**src/rtl/chiplet_pkg.sv**
```systemverilog
package chiplet_pkg;

    localparam int NUM_TILES    = 4;
    localparam int NUM_LINKS    = 2;
    localparam int TILE_BITS    = 2;
    localparam int ADDR_WIDTH   = 32;
    localparam int DATA_WIDTH   = 32;
    localparam int PAYLOAD_BITS = 16;
    localparam int PKT_BITS     = 2 * TILE_BITS + PAYLOAD_BITS;
    localparam int BUFFER_SIZE  = 8;
    localparam int BIT_CYCLES   = 4;

    // Derived widths.
    localparam int PTR_BITS     = $clog2(BUFFER_SIZE);
    localparam int COUNT_BITS   = PTR_BITS + 1;
    localparam int BIT_CNT_BITS = $clog2(BIT_CYCLES);
    localparam int IDX_BITS     = $clog2(PKT_BITS);
    localparam int DROP_BITS    = 8;

    typedef struct packed {
        logic [TILE_BITS-1:0]    dest;
        logic [TILE_BITS-1:0]    src;
        logic [PAYLOAD_BITS-1:0] payload;
    } pkt_t;

    typedef struct packed {
        logic                    wen;
        logic                    ren;
        logic [ADDR_WIDTH-1:0]   addr;
        logic [DATA_WIDTH-1:0]   wdata;
        logic [DATA_WIDTH/8-1:0] strobe;
    } bus_req_t;

    typedef struct packed {
        logic [DATA_WIDTH-1:0] rdata;
        logic                  error;
        logic                  request_stall;
    } bus_rsp_t;

    typedef enum logic [ADDR_WIDTH-1:0] {
        REG_SEND   = 32'h0,
        REG_RECV   = 32'h4,
        REG_STATUS = 32'h8
    } reg_addr_e;

    // Shared by transmitter and receiver.
    typedef enum logic [1:0] {
        LINK_IDLE,
        LINK_START,
        LINK_DATA,
        LINK_STOP
    } link_state_e;

    // Values double as source index.
    typedef enum logic [1:0] {
        SRC_LINK0 = 2'd0,
        SRC_LINK1 = 2'd1,
        SRC_LOCAL = 2'd2,
        SRC_NONE  = 2'd3
    } src_sel_e;

endpackage

```
**src/rtl/pkt_fifo.sv**
```systemverilog
`timescale 1ns/1ns

module pkt_fifo (
    input  logic                                clk,
    input  logic                                rst,
    input  logic                                push,
    input  chiplet_pkg::pkt_t                   push_pkt,
    input  logic                                pop,
    output chiplet_pkg::pkt_t                   head,
    output logic                                empty,
    output logic                                full,
    output logic [chiplet_pkg::COUNT_BITS-1:0]  count
);
    import chiplet_pkg::*;

    pkt_t                mem [BUFFER_SIZE];
    logic [PTR_BITS-1:0] wr_ptr;
    logic [PTR_BITS-1:0] rd_ptr;

    always_ff @(posedge clk) begin
        if (push) begin
            mem[wr_ptr] <= push_pkt;
        end
    end

    always_ff @(posedge clk) begin
        if (rst) begin
            wr_ptr <= '0;
            rd_ptr <= '0;
            count  <= '0;
        end else begin
            if (push) wr_ptr <= wr_ptr + 1'b1;  // Pointers wrap.
            if (pop) rd_ptr <= rd_ptr + 1'b1;
            case ({push, pop})
                2'b10:   count <= count + 1'b1;
                2'b01:   count <= count - 1'b1;
                default: count <= count;
            endcase
        end
    end

    assign head  = mem[rd_ptr];
    assign empty = (count == '0);
    assign full  = (count == COUNT_BITS'(BUFFER_SIZE));

    a_no_overflow: assert property (@(posedge clk) disable iff (rst) !(push && full))
        else $error("pkt_fifo: push while full");

    a_no_underflow: assert property (@(posedge clk) disable iff (rst) !(pop && empty))
        else $error("pkt_fifo: pop while empty");

endmodule

```
**src/rtl/uart_tx_link.sv**
```systemverilog
`timescale 1ns/1ns

module uart_tx_link (
    input  logic              clk,
    input  logic              rst,
    input  logic              load,
    input  chiplet_pkg::pkt_t pkt,
    output logic              busy,
    output logic              tx
);
    import chiplet_pkg::*;

    link_state_e             state;
    pkt_t                    frame;
    logic [BIT_CNT_BITS-1:0] cnt;
    logic [IDX_BITS-1:0]     idx;
    logic                    bit_end;

    assign bit_end = (cnt == BIT_CNT_BITS'(BIT_CYCLES - 1));

    always_ff @(posedge clk) begin
        if (rst) begin
            state <= LINK_IDLE;
            cnt   <= '0;
            idx   <= '0;
        end else begin
            if (state == LINK_IDLE) cnt <= '0;
            else cnt <= bit_end ? '0 : cnt + 1'b1;

            case (state)
                LINK_IDLE: begin
                    if (load) state <= LINK_START;
                end
                LINK_START: begin
                    if (bit_end) begin
                        state <= LINK_DATA;
                        idx   <= '0;
                    end
                end
                LINK_DATA: begin
                    if (bit_end) begin
                        if (idx == IDX_BITS'(PKT_BITS - 1)) state <= LINK_STOP;
                        else idx <= idx + 1'b1;
                    end
                end
                default: begin
                    if (bit_end) state <= LINK_IDLE;  // End of stop bit.
                end
            endcase
        end
    end

    always_ff @(posedge clk) begin
        if (load && state == LINK_IDLE) frame <= pkt;
    end

    always_comb begin
        case (state)
            LINK_START: tx = 1'b0;
            LINK_DATA:  tx = frame[idx];  // LSB first.
            default:    tx = 1'b1;
        endcase
    end

    assign busy = (state != LINK_IDLE);

    a_load_idle: assert property (@(posedge clk) disable iff (rst) load |-> !busy)
        else $error("uart_tx_link: load while busy");

endmodule

```
**src/rtl/uart_rx_link.sv**
```systemverilog
`timescale 1ns/1ns

module uart_rx_link (
    input  logic              clk,
    input  logic              rst,
    input  logic              rx,
    output logic              valid,
    output chiplet_pkg::pkt_t pkt
);
    import chiplet_pkg::*;

    link_state_e             state;
    pkt_t                    shreg;
    logic [BIT_CNT_BITS-1:0] cnt;
    logic [IDX_BITS-1:0]     idx;
    logic                    mid;
    logic                    bit_end;

    // Middle of a bit.
    assign mid     = (cnt == BIT_CNT_BITS'(BIT_CYCLES / 2 - 1));
    assign bit_end = (cnt == BIT_CNT_BITS'(BIT_CYCLES - 1));

    always_ff @(posedge clk) begin
        if (rst) begin
            state <= LINK_IDLE;
            cnt   <= '0;
            idx   <= '0;
        end else begin
            // The detecting cycle is already the first cycle of the start bit.
            if (state == LINK_IDLE) cnt <= BIT_CNT_BITS'(1);
            else cnt <= bit_end ? '0 : cnt + 1'b1;

            case (state)
                LINK_IDLE: begin
                    if (!rx) state <= LINK_START;  // Falling edge.
                end
                LINK_START: begin
                    if (mid && rx) begin
                        state <= LINK_IDLE;  // Glitch, not a start bit.
                    end else if (bit_end) begin
                        state <= LINK_DATA;
                        idx   <= '0;
                    end
                end
                LINK_DATA: begin
                    if (bit_end) begin
                        if (idx == IDX_BITS'(PKT_BITS - 1)) state <= LINK_STOP;
                        else idx <= idx + 1'b1;
                    end
                end
                default: begin
                    if (mid) state <= LINK_IDLE;
                end
            endcase
        end
    end

    always_ff @(posedge clk) begin
        if (state == LINK_DATA && mid) begin
            shreg <= {rx, shreg[PKT_BITS-1:1]};
        end
    end

    // Frames with a low stop bit are discarded.
    assign valid = (state == LINK_STOP) && mid && rx;
    assign pkt   = shreg;

endmodule

```
**src/rtl/tile_ctrl.sv**
```systemverilog
`timescale 1ns/1ns

module tile_ctrl #(
    parameter int TILE_ID = 0
) (
    input  logic                                 clk,
    input  logic                                 rst,
    input  chiplet_pkg::bus_req_t                req,
    output chiplet_pkg::bus_rsp_t                rsp,
    input  chiplet_pkg::pkt_t                    link_head [chiplet_pkg::NUM_LINKS],
    input  logic [chiplet_pkg::NUM_LINKS-1:0]    link_empty,
    output logic [chiplet_pkg::NUM_LINKS-1:0]    link_pop,
    input  logic [chiplet_pkg::NUM_LINKS-1:0]    link_frame_valid,
    input  logic [chiplet_pkg::NUM_LINKS-1:0]    link_full,
    input  chiplet_pkg::pkt_t                    inj_head,
    input  logic                                 inj_empty,
    input  logic                                 inj_full,
    output logic                                 inj_push,
    output chiplet_pkg::pkt_t                    inj_pkt,
    output logic                                 inj_pop,
    input  chiplet_pkg::pkt_t                    dlv_head,
    input  logic                                 dlv_empty,
    input  logic                                 dlv_full,
    input  logic [chiplet_pkg::COUNT_BITS-1:0]   dlv_count,
    output logic                                 dlv_push,
    output chiplet_pkg::pkt_t                    dlv_pkt,
    output logic                                 dlv_pop,
    input  logic [chiplet_pkg::NUM_LINKS-1:0]    tx_busy,
    output logic [chiplet_pkg::NUM_LINKS-1:0]    tx_load,
    output chiplet_pkg::pkt_t                    tx_pkt [chiplet_pkg::NUM_LINKS]
);
    import chiplet_pkg::*;

    logic [TILE_BITS-1:0]            my_id;
    logic [DROP_BITS-1:0]            drop_cnt;
    logic [DROP_BITS:0]              drop_sum;
    pkt_t                            src_head [NUM_LINKS+1];
    logic [NUM_LINKS:0]              src_valid;
    logic [NUM_LINKS:0]              tgt_ready;
    logic [1:0]                      src_tgt [NUM_LINKS+1];
    src_sel_e                        sel [NUM_LINKS+1];
    logic [NUM_LINKS:0][NUM_LINKS:0] grant;  // grant[source][target].

    assign my_id = TILE_BITS'(TILE_ID);

    always_comb begin : bus_decode
        rsp      = '0;
        inj_push = 1'b0;
        dlv_pop  = 1'b0;
        inj_pkt.dest    = req.wdata[PAYLOAD_BITS +: TILE_BITS];
        inj_pkt.src     = my_id;
        inj_pkt.payload = req.wdata[PAYLOAD_BITS-1:0];
        if (req.wen) begin
            case (req.addr)
                REG_SEND: begin
                    if (req.strobe != '1) rsp.error = 1'b1;
                    else if (inj_full) rsp.request_stall = 1'b1;
                    else inj_push = 1'b1;
                end
                default: rsp.error = 1'b1;  // Read-only or unmapped.
            endcase
        end else if (req.ren) begin
            case (req.addr)
                REG_RECV: begin
                    if (!dlv_empty) begin
                        rsp.rdata[DATA_WIDTH-1]               = 1'b1;
                        rsp.rdata[PAYLOAD_BITS +: TILE_BITS]  = dlv_head.src;
                        rsp.rdata[PAYLOAD_BITS-1:0]           = dlv_head.payload;
                        dlv_pop                               = 1'b1;
                    end
                end
                REG_STATUS: begin
                    rsp.rdata[COUNT_BITS-1:0]  = dlv_count;
                    rsp.rdata[8]               = inj_full;
                    rsp.rdata[16 +: DROP_BITS] = drop_cnt;
                end
                default: rsp.error = 1'b1;
            endcase
        end
    end

    always_comb begin : route_arb
        for (int l = 0; l < NUM_LINKS; l++) begin
            src_head[l]  = link_head[l];
            src_valid[l] = !link_empty[l];
            tgt_ready[l] = !tx_busy[l];
        end
        src_head[NUM_LINKS]  = inj_head;
        src_valid[NUM_LINKS] = !inj_empty;
        tgt_ready[NUM_LINKS] = !dlv_full;

        // Dimension order: fix bit 0 first, then bit 1.
        for (int s = 0; s <= NUM_LINKS; s++) begin
            if (src_head[s].dest == my_id) src_tgt[s] = 2'(NUM_LINKS);
            else if (src_head[s].dest[0] != my_id[0]) src_tgt[s] = {1'b0, my_id[1]};
            else src_tgt[s] = {1'b0, ~my_id[1]};
        end

        grant = '0;
        for (int t = 0; t <= NUM_LINKS; t++) begin
            sel[t] = SRC_NONE;
            for (int s = 0; s <= NUM_LINKS; s++) begin
                if (sel[t] == SRC_NONE && tgt_ready[t] && src_valid[s]
                        && src_tgt[s] == 2'(t)) begin
                    sel[t]      = src_sel_e'(2'(s));
                    grant[s][t] = 1'b1;
                end
            end
        end
    end

    always_comb begin : drive_targets
        for (int t = 0; t < NUM_LINKS; t++) begin
            tx_load[t] = (sel[t] != SRC_NONE);
            tx_pkt[t]  = src_head[0];
            for (int s = 0; s <= NUM_LINKS; s++) begin
                if (grant[s][t]) tx_pkt[t] = src_head[s];
            end
            link_pop[t] = |grant[t];
        end
        dlv_push = (sel[NUM_LINKS] != SRC_NONE);
        dlv_pkt  = src_head[0];
        for (int s = 0; s <= NUM_LINKS; s++) begin
            if (grant[s][NUM_LINKS]) dlv_pkt = src_head[s];
        end
        inj_pop = |grant[NUM_LINKS];
    end

    always_comb begin
        drop_sum = {1'b0, drop_cnt};
        for (int l = 0; l < NUM_LINKS; l++) begin
            if (link_frame_valid[l] && link_full[l]) drop_sum = drop_sum + 1'b1;
        end
    end

    always_ff @(posedge clk) begin
        if (rst) drop_cnt <= '0;
        else drop_cnt <= drop_sum[DROP_BITS] ? '1 : drop_sum[DROP_BITS-1:0];  // Saturates.
    end

    // One pop for every packet a target takes.
    a_pop_per_load: assert property (@(posedge clk) disable iff (rst)
        $countones({link_pop, inj_pop}) == $countones({tx_load, dlv_push}))
        else $error("tile_ctrl: FIFO pops do not match accepted packets");

endmodule

```
**src/rtl/tile.sv**
```systemverilog
`timescale 1ns/1ns

module tile #(
    parameter int TILE_ID = 0
) (
    input  logic                              clk,
    input  logic                              rst,
    input  chiplet_pkg::bus_req_t             req,
    output chiplet_pkg::bus_rsp_t             rsp,
    input  logic [chiplet_pkg::NUM_LINKS-1:0] rx,
    output logic [chiplet_pkg::NUM_LINKS-1:0] tx
);
    import chiplet_pkg::*;

    pkt_t                  link_head [NUM_LINKS];
    pkt_t                  rx_pkt [NUM_LINKS];
    pkt_t                  tx_pkt [NUM_LINKS];
    logic [NUM_LINKS-1:0]  link_empty;
    logic [NUM_LINKS-1:0]  link_full;
    logic [NUM_LINKS-1:0]  link_push;
    logic [NUM_LINKS-1:0]  link_pop;
    logic [NUM_LINKS-1:0]  frame_valid;
    logic [NUM_LINKS-1:0]  tx_busy;
    logic [NUM_LINKS-1:0]  tx_load;
    pkt_t                  inj_head;
    pkt_t                  inj_pkt;
    logic                  inj_empty;
    logic                  inj_full;
    logic                  inj_push;
    logic                  inj_pop;
    pkt_t                  dlv_head;
    pkt_t                  dlv_pkt;
    logic                  dlv_empty;
    logic                  dlv_full;
    logic                  dlv_push;
    logic                  dlv_pop;
    logic [COUNT_BITS-1:0] dlv_count;

    for (genvar l = 0; l < NUM_LINKS; l++) begin : g_link
        uart_rx_link u_rx (
            .clk(clk), .rst(rst), .rx(rx[l]), .valid(frame_valid[l]), .pkt(rx_pkt[l])
        );

        // A frame meeting a full FIFO is lost.
        assign link_push[l] = frame_valid[l] && !link_full[l];

        pkt_fifo u_link_fifo (
            .clk(clk), .rst(rst),
            .push(link_push[l]), .push_pkt(rx_pkt[l]), .pop(link_pop[l]),
            .head(link_head[l]), .empty(link_empty[l]), .full(link_full[l]), .count()
        );

        uart_tx_link u_tx (
            .clk(clk), .rst(rst), .load(tx_load[l]), .pkt(tx_pkt[l]),
            .busy(tx_busy[l]), .tx(tx[l])
        );
    end

    pkt_fifo u_inj_fifo (
        .clk(clk), .rst(rst), .push(inj_push), .push_pkt(inj_pkt), .pop(inj_pop),
        .head(inj_head), .empty(inj_empty), .full(inj_full), .count()
    );

    pkt_fifo u_dlv_fifo (
        .clk(clk), .rst(rst), .push(dlv_push), .push_pkt(dlv_pkt), .pop(dlv_pop),
        .head(dlv_head), .empty(dlv_empty), .full(dlv_full), .count(dlv_count)
    );

    tile_ctrl #(.TILE_ID(TILE_ID)) u_ctrl (
        .clk(clk), .rst(rst), .req(req), .rsp(rsp),
        .link_head(link_head), .link_empty(link_empty), .link_pop(link_pop),
        .link_frame_valid(frame_valid), .link_full(link_full),
        .inj_head(inj_head), .inj_empty(inj_empty), .inj_full(inj_full),
        .inj_push(inj_push), .inj_pkt(inj_pkt), .inj_pop(inj_pop),
        .dlv_head(dlv_head), .dlv_empty(dlv_empty), .dlv_full(dlv_full),
        .dlv_count(dlv_count), .dlv_push(dlv_push), .dlv_pkt(dlv_pkt), .dlv_pop(dlv_pop),
        .tx_busy(tx_busy), .tx_load(tx_load), .tx_pkt(tx_pkt)
    );

endmodule

```
**src/rtl/tile_wrapper.sv**
```systemverilog
`timescale 1ns/1ns

module tile_wrapper (
    input  logic                  clk,
    input  logic                  rst,
    input  chiplet_pkg::bus_req_t req [chiplet_pkg::NUM_TILES],
    output chiplet_pkg::bus_rsp_t rsp [chiplet_pkg::NUM_TILES]
);
    import chiplet_pkg::*;

    logic [NUM_LINKS-1:0] link_rx [NUM_TILES];
    logic [NUM_LINKS-1:0] link_tx [NUM_TILES];

    for (genvar t = 0; t < NUM_TILES; t++) begin : g_tile
        tile #(
            .TILE_ID(t)
        ) tile_i (
            .clk(clk),
            .rst(rst),
            .req(req[t]),
            .rsp(rsp[t]),
            .rx(link_rx[t]),
            .tx(link_tx[t])
        );
    end

    // Tiles 0 and 1, then 0 and 2.
    assign link_rx[0][0] = link_tx[1][0];
    assign link_rx[0][1] = link_tx[2][0];

    assign link_rx[1][0] = link_tx[0][0];
    assign link_rx[1][1] = link_tx[3][0];

    assign link_rx[2][0] = link_tx[0][1];
    assign link_rx[2][1] = link_tx[3][1];

    assign link_rx[3][0] = link_tx[1][1];  // Tiles 1 and 3, then 2 and 3.
    assign link_rx[3][1] = link_tx[2][1];

endmodule

```
**config.mk**
```make
export PLATFORM = sky130hd
export DESIGN_NAME = tile_wrapper
export DESIGN_NICKNAME = d
export VERILOG_FILES = /design/src/rtl/chiplet_pkg.sv /design/src/rtl/pkt_fifo.sv /design/src/rtl/uart_tx_link.sv /design/src/rtl/uart_rx_link.sv /design/src/rtl/tile_ctrl.sv /design/src/rtl/tile.sv /design/src/rtl/tile_wrapper.sv
export SDC_FILE = /design/constraint.sdc
export NUM_CORES = 2
export LEC_CHECK = 0
export BUFFER_PORTS_ARGS = -buffer_cell sky130_fd_sc_hd__buf_2
export CORE_MARGIN = 2
export CORE_UTILIZATION = 60
export CTS_CLUSTER_DIAMETER = 60
export DETAILED_ROUTE_END_ITERATION = 8
export GPL_TIMING_DRIVEN = 0
export PLACE_DENSITY = 0.77
export SLEW_MARGIN = 15
export SYNTH_ARGS = -nofsm -noshare
export SYNTH_HDL_FRONTEND = slang
export SYNTH_HIERARCHICAL = 1
export SYNTH_SLANG_ARGS = --single-unit
```
**constraint.sdc**
```tcl
create_clock -name clk -period 5.25 [get_ports clk]
set_clock_uncertainty 0.2 [all_clocks]
set_input_delay 0.2625 -clock clk [delete_from_list [all_inputs] [get_ports clk]]
set_output_delay 0.2625 -clock clk [all_outputs]
set_load 0.05 [all_outputs]
```
Word level (Yosys, flattened, before mapping)
Memory sizes are Yosys's and may differ from the RTL's. A register that Yosys moved wholly into a read port is not among the register bits.
Index checks and enable logic that the tools add are counted.
{"block": "word_totals", "register_bits": 656, "memories": 16, "elab_cells": 1472, "ramBits": 2496, "output_inout_bits": 136, "input_bits": 282}
{"block": "classes", "n_eq_ne": 305, "mux": 528, "add_sub_neg": 104, "order_cmp": 8, "n_reduce_logical": 355}
{"memory": "g_tile[0].tile_i.g_link[0].u_link_fifo.mem", "depth": 8, "width": 20, "read_ports": 1, "rd_ports_with_merged_regs": 1, "wr": 1, "line_no": "pkt_fifo.sv:16", "text": "pkt_t mem [BUFFER_SIZE];"}
{"memory": "g_tile[0].tile_i.g_link[1].u_link_fifo.mem", "depth": 8, "width": 20, "read_ports": 1, "rd_ports_with_merged_regs": 1, "wr": 1, "line_no": "pkt_fifo.sv:16"}
{"memory": "g_tile[0].tile_i.u_dlv_fifo.mem", "depth": 8, "width": 20, "read_ports": 1, "rd_ports_with_merged_regs": 1, "wr": 1, "line_no": "pkt_fifo.sv:16"}
{"memory": "g_tile[1].tile_i.g_link[0].u_link_fifo.mem", "depth": 8, "width": 20, "read_ports": 1, "rd_ports_with_merged_regs": 1, "wr": 1, "line_no": "pkt_fifo.sv:16"}
{"memory": "g_tile[1].tile_i.g_link[1].u_link_fifo.mem", "depth": 8, "width": 20, "read_ports": 1, "rd_ports_with_merged_regs": 1, "wr": 1, "line_no": "pkt_fifo.sv:16"}
{"memory": "g_tile[1].tile_i.u_dlv_fifo.mem", "depth": 8, "width": 20, "read_ports": 1, "rd_ports_with_merged_regs": 1, "wr": 1, "line_no": "pkt_fifo.sv:16"}
{"memory": "+10 memories"}
{"operator": "20-bit two-way mux", "n": 24}
{"operator": "5-bit two-way mux", "n": 56}
{"operator": "2-bit two-way mux", "n": 136}
{"operator": "2-bit inequality test, second input constant", "n": 100}
{"operator": "2-bit equality test, second input constant", "n": 98}
{"operator": "1-bit two-way mux", "n": 168}
{"operator": "4-bit one-hot mux with 2 select lines", "n": 20}
{"operator": "5-bit one-hot mux with 2 select lines", "n": 16}
{"operator": "1-bit logical AND", "n": 152}
{"operator": "32-bit by 3-bit equality test with 1-bit output, second input constant", "n": 4}
{"operator": "32-bit by 4-bit equality test with 1-bit output, second input constant", "n": 4}
{"operator": "32-bit logical NOT", "n": 4}
{"operator": "5-bit AND reduction", "n": 24}
{"operator": "2-bit by 1-bit equality test with 1-bit output, second input constant", "n": 55}
{"operator": "25-bit two-way mux", "n": 4}
{"operator": "3-bit by 1-bit adder with 3-bit output, second input constant", "n": 32}
{"operator": "24-bit two-way mux", "n": 4}
{"operator": "3-bit two-way mux", "n": 32}
{"operator": "2-bit one-hot mux with 3 select lines", "n": 16}
{"operator": "2-bit nonzero test", "n": 48}
{"operator": "3-bit OR reduction", "n": 28}
{"operator": "5-bit by 1-bit adder with 5-bit output, second input constant", "n": 16}
{"operator": "5-bit equality test, second input constant", "n": 16}
{"operator": "18-bit two-way mux", "n": 4}
{"operator": "other kinds (23)", "n": 239}

Depth between registers and ports, before layout
{"block": "depth", "word_depth": 18, "ltp_mapped": 18, "mapped_depth_nobuf": 16}

Hierarchy
Netlist, hierarchy kept.
{"module": "pkt_fifo (g_tile[0].tile_i.g_link[0].u_link_fifo ...)", "area_each_um2": 6780.3, "cells_per_inst": 301, "seq_area_each_um2": 5064.9, "n_inst": 10}
{"module": "pkt_fifo (g_tile[1].tile_i.g_link[0].u_link_fifo ...)", "area_each_um2": 6790.3, "cells_per_inst": 303, "seq_area_each_um2": 5064.9, "n_inst": 6}
{"module": "uart_tx_link (g_tile[0].tile_i.g_link[0].u_tx ...)", "area_each_um2": 1313.8, "cells_per_inst": 94, "seq_area_each_um2": 780.7, "n_inst": 7}
{"module": "uart_rx_link (g_tile[0].tile_i.g_link[0].u_rx ...)", "area_each_um2": 1163.6, "cells_per_inst": 86, "seq_area_each_um2": 780.7, "n_inst": 7}
{"module": "tile_ctrl (g_tile[2].tile_i.u_ctrl)", "area_each_um2": 2696.3, "cells_per_inst": 384, "seq_area_each_um2": 160.2, "n_inst": 1}
{"module": "tile_ctrl (g_tile[3].tile_i.u_ctrl)", "area_each_um2": 2652.5, "cells_per_inst": 400, "seq_area_each_um2": 160.2, "n_inst": 1}
{"module": "tile_ctrl (g_tile[0].tile_i.u_ctrl)", "area_each_um2": 2632.5, "cells_per_inst": 392, "seq_area_each_um2": 160.2, "n_inst": 1}
{"module": "tile_ctrl (g_tile[1].tile_i.u_ctrl)", "area_each_um2": 2591.2, "cells_per_inst": 399, "seq_area_each_um2": 160.2, "n_inst": 1}
{"module": "uart_tx_link (g_tile[3].tile_i.g_link[0].u_tx)", "area_each_um2": 1312.5, "cells_per_inst": 94, "seq_area_each_um2": 780.7, "n_inst": 1}
{"module": "uart_rx_link (g_tile[3].tile_i.g_link[1].u_rx)", "area_each_um2": 1144.8, "cells_per_inst": 83, "seq_area_each_um2": 780.7, "n_inst": 1}
{"module": "tile", "area_each_um2": 27.5, "cells_per_inst": 2, "seq_area_each_um2": 0.0, "n_inst": 4}

Worst setup path after synthesis
No wires, ideal clock.
{"block": "synth_timing", "path_kind": "register to register", "startpoint": "register (tool-made name)", "endpoint": "memory g_tile[0].tile_i/u_dlv_fifo/mem[0][0] in the netlist's numbering, enable pin", "setup_slack_ns": 0.791, "required_ns": 4.628, "n_path_buf": 2, "t_arrival_ns": 3.837, "synth_period_minus_slack_ns": 4.459, "stages_incl_launch_ff": 10, "setup_ns": 0.422, "path_cell_list": "dfxtp_1 > buf_6 > buf_6 > mux4_1 > mux2_2 > nor4_1 > nor2_1 > nand2_1 > nand2b_1 > nor3_1"}
{"item": "end, declared", "line_no": "pkt_fifo.sv:16"}

==> results.ini <==
[power]
ir_worst_vdd_mv=0.316
p_clk_share_pct=36.5
power.internal_mw=47.1
seq_power_share_pct=47.8
swShare_pct=25.0
power.leakage_nw=52.5
cellPowerDensity_nw_per_um2=403
power.net_switching_mw=15.7
comb_power_share_pct=15.7

[clocking]
cts.sinks=3200
cts_made_buffers=335
clockBufferDepth=4
cts_tree=yes
clk_latency_ns=0.95
postCtsSetupRepairBufs=0
ctsRootBufferMaster=clkbuf_16
cts_max_level=5
path_clk_slew_ns=0.06

[floorplanning]
core_um2=227000
fp.dieH_um=481
initial_core_util_pct=60.2
die-area_um2=231000
ios=418
core.rowCount=175
die_x_um=481

[placement]
gp_congestion=0.908
place_ws_ns=0.0306
hpwl_um=192000
portBuffers=261

[grt]
grt_max_degree=77
grt_pass1_wl_um=447000
overflow=0
antenna_found_initial=13
grt_pass1_vias=74164
track_usage_pct=25.5

[worst_setup_path]
cp_max_fo=10
cp-end-kind=flop
worstPathRequired_ns=5.86
critPathLaunchType=flop
critical_path_class=flop to flop
worstPathArrival_ns=5.63

[drt]
routed-via-count=73853
drt-total-wl_um=298000
drt_iter0_drc=7253
drtAntennaViolNets=0
wl_per_cell_um=25.0
drtPass1Iterations=9
viasPerCell=6.21
drc_errors=0

[job]
cap_viol_max_count=0

[finish]
nNetsFinal=9102
layout_common_cells=2,816 x edfxtp_1, 624 x mux4_1, 424 x nor2_1
utilization_pct=68.7
syn_to_final_growth_pct=14.2
drive_gt1_share_pct=19.9
layout_commonest_cell=edfxtp_1

[sta]
worst_pin_slew_ns=1.42
slew_headroom_pct=4.58
clock.fmax_mhz=199
period_share_pct=95.6
layout_min_cycle_time_ns=5.02
drv_slew=0
final-hold-violation-count=0
worst_slack_ns=0.232
setup_viol=0

[synthesis]
yosysWarnings=6
avgSynthCellArea_um2=17.6
syn_inst=7750
netlist_area_um2=137000

[min_path]
hp-class=primary input to flop

[status]
status=complete, no violations

-- repair_timing --
| item | CTS | global route |
|---|---|---|
| hold buffers | 146 | 0 |
| hold endpoints to repair | 761 | 0 |
| setup endpoints to repair | 1 | 7 |
| gates resized for setup | 1 | 16 |
| gates cloned | 0 | 0 |
-- metal layers --
metal	track usage (%)	routed length (µm)	part of all wire (%)	up-vias
li1	-	-	-	32890
met5	0	27	0.0091	-
met3	3.57	18400	6.2	543
met4	7.96	8770	2.9	4
met1	34.9	123000	41	37561
met2	42.7	148000	50	2855
-- worst max-delay path, stage by stage, from the launching register on --
cell	delay (ns)
dfxtp_1	0.42
clkbuf_1	0.51
mux4_1	0.40
mux2_2	0.38
nor4b_1	0.56
nor4_1	0.09
buf_2	0.24
buf_4	0.23
or3_1	0.48
ha_1	0.43
or3_1	0.40
o32ai_1	0.16
mux2_1	0.36
-- sequential cells by signal, indices dropped and copies added, names as in the netlist, named ones only --
| register | count |
|---|---|
| g_tile.tile_i/g_link.u_tx/frame | 160 |
| g_tile.tile_i/g_link.u_rx/state | 16 |
| g_tile.tile_i/u_inj_fifo/rd_ptr | 12 |
| g_tile.tile_i/g_link.u_link_fifo/wr_ptr | 24 |
| g_tile.tile_i/u_dlv_fifo/count | 16 |
| g_tile.tile_i/u_inj_fifo/wr_ptr | 12 |
| g_tile.tile_i/g_link.u_link_fifo/rd_ptr | 24 |
| g_tile.tile_i/u_inj_fifo/mem | 640 |
| g_tile.tile_i/g_link.u_rx/pkt | 160 |
| g_tile.tile_i/u_dlv_fifo/wr_ptr | 12 |
| g_tile.tile_i/u_dlv_fifo/rd_ptr | 12 |
| g_tile.tile_i/u_dlv_fifo/mem | 576 |
| g_tile.tile_i/g_link.u_link_fifo/mem | 1280 |
| g_tile.tile_i/g_link.u_tx/idx | 40 |
| g_tile.tile_i/g_link.u_tx/cnt | 16 |
| g_tile.tile_i/g_link.u_rx/cnt | 16 |
| g_tile.tile_i/g_link.u_tx/state | 16 |
| g_tile.tile_i/u_inj_fifo/count | 16 |
| g_tile.tile_i/u_ctrl/drop_cnt | 32 |
| g_tile.tile_i/g_link.u_rx/idx | 40 |
| g_tile.tile_i/g_link.u_link_fifo/count | 32 |
-- path summary, 6_finish.rpt --
kind | slack (ns) | start | to | cells after the start
hold / removal | 0.05 | req[12] | g_tile[3].tile_i/u_inj_fifo/mem[5][8]$_DFFE_PP_ | 2
setup / recovery | 0.23 | flop | g_tile[1].tile_i/g_link[1].u_link_fifo/count[3]$_SDFFE_PP0P_ | 12
hold reg to reg | 0.23 | g_tile[1].tile_i/g_link[1].u_tx/cnt[0]$_SDFF_PP0_ | g_tile[1].tile_i/g_link[1].u_tx/cnt[0]$_SDFF_PP0_ | 1
setup reg to reg | 0.23 | flop | g_tile[1].tile_i/g_link[1].u_link_fifo/count[3]$_SDFFE_PP0P_ | 12
-- area by class of cell --
cell class | count | area, µm²
sequential | 3200 | 92200
fill | 13921 | 70900
multi-input combinational | 4020 | 41900
clock buffer | 422 | 8980
timing repair buffer | 512 | 3880
tap | 3009 | 3760
buffer | 451 | 3010
clock inverter | 170 | 1650
inverter | 108 | 407
antenna | 6 | 15.0
-- stage by stage --
step | power [mW] | hold WS, ns | instances | area (µm²) | TNS, ns
floorplan | 37.0 | 0.132 | 7779 | 137000 | 0
global placement | 39.5 | 0.215 | 11049 | 142000 | -431.03
detailed placement | 40.1 | 0.225 | 11152 | 144000 | 0
CTS | 63.2 | 0.0158 | 11890 | 156000 | 0
global route | 65.0 | 0.0566 | 11895 | 156000 | -0.00593
finish | 62.9 | 0.0522 | 11898 | 156000 | 0
-- power by group through the flow --
stage | clock network [mW] | logic (mW) | registers (mW)
floorplan | 0 | 6.66 | 30.4
global placement | 0 | 9.01 | 30.5
detailed placement | 0 | 9.56 | 30.6
CTS | 23.3 | 9.76 | 30.0
global route | 24.3 | 10.5 | 30.1
finish | 23.0 | 9.86 | 30.0
(Power assumes the default switching activity.)
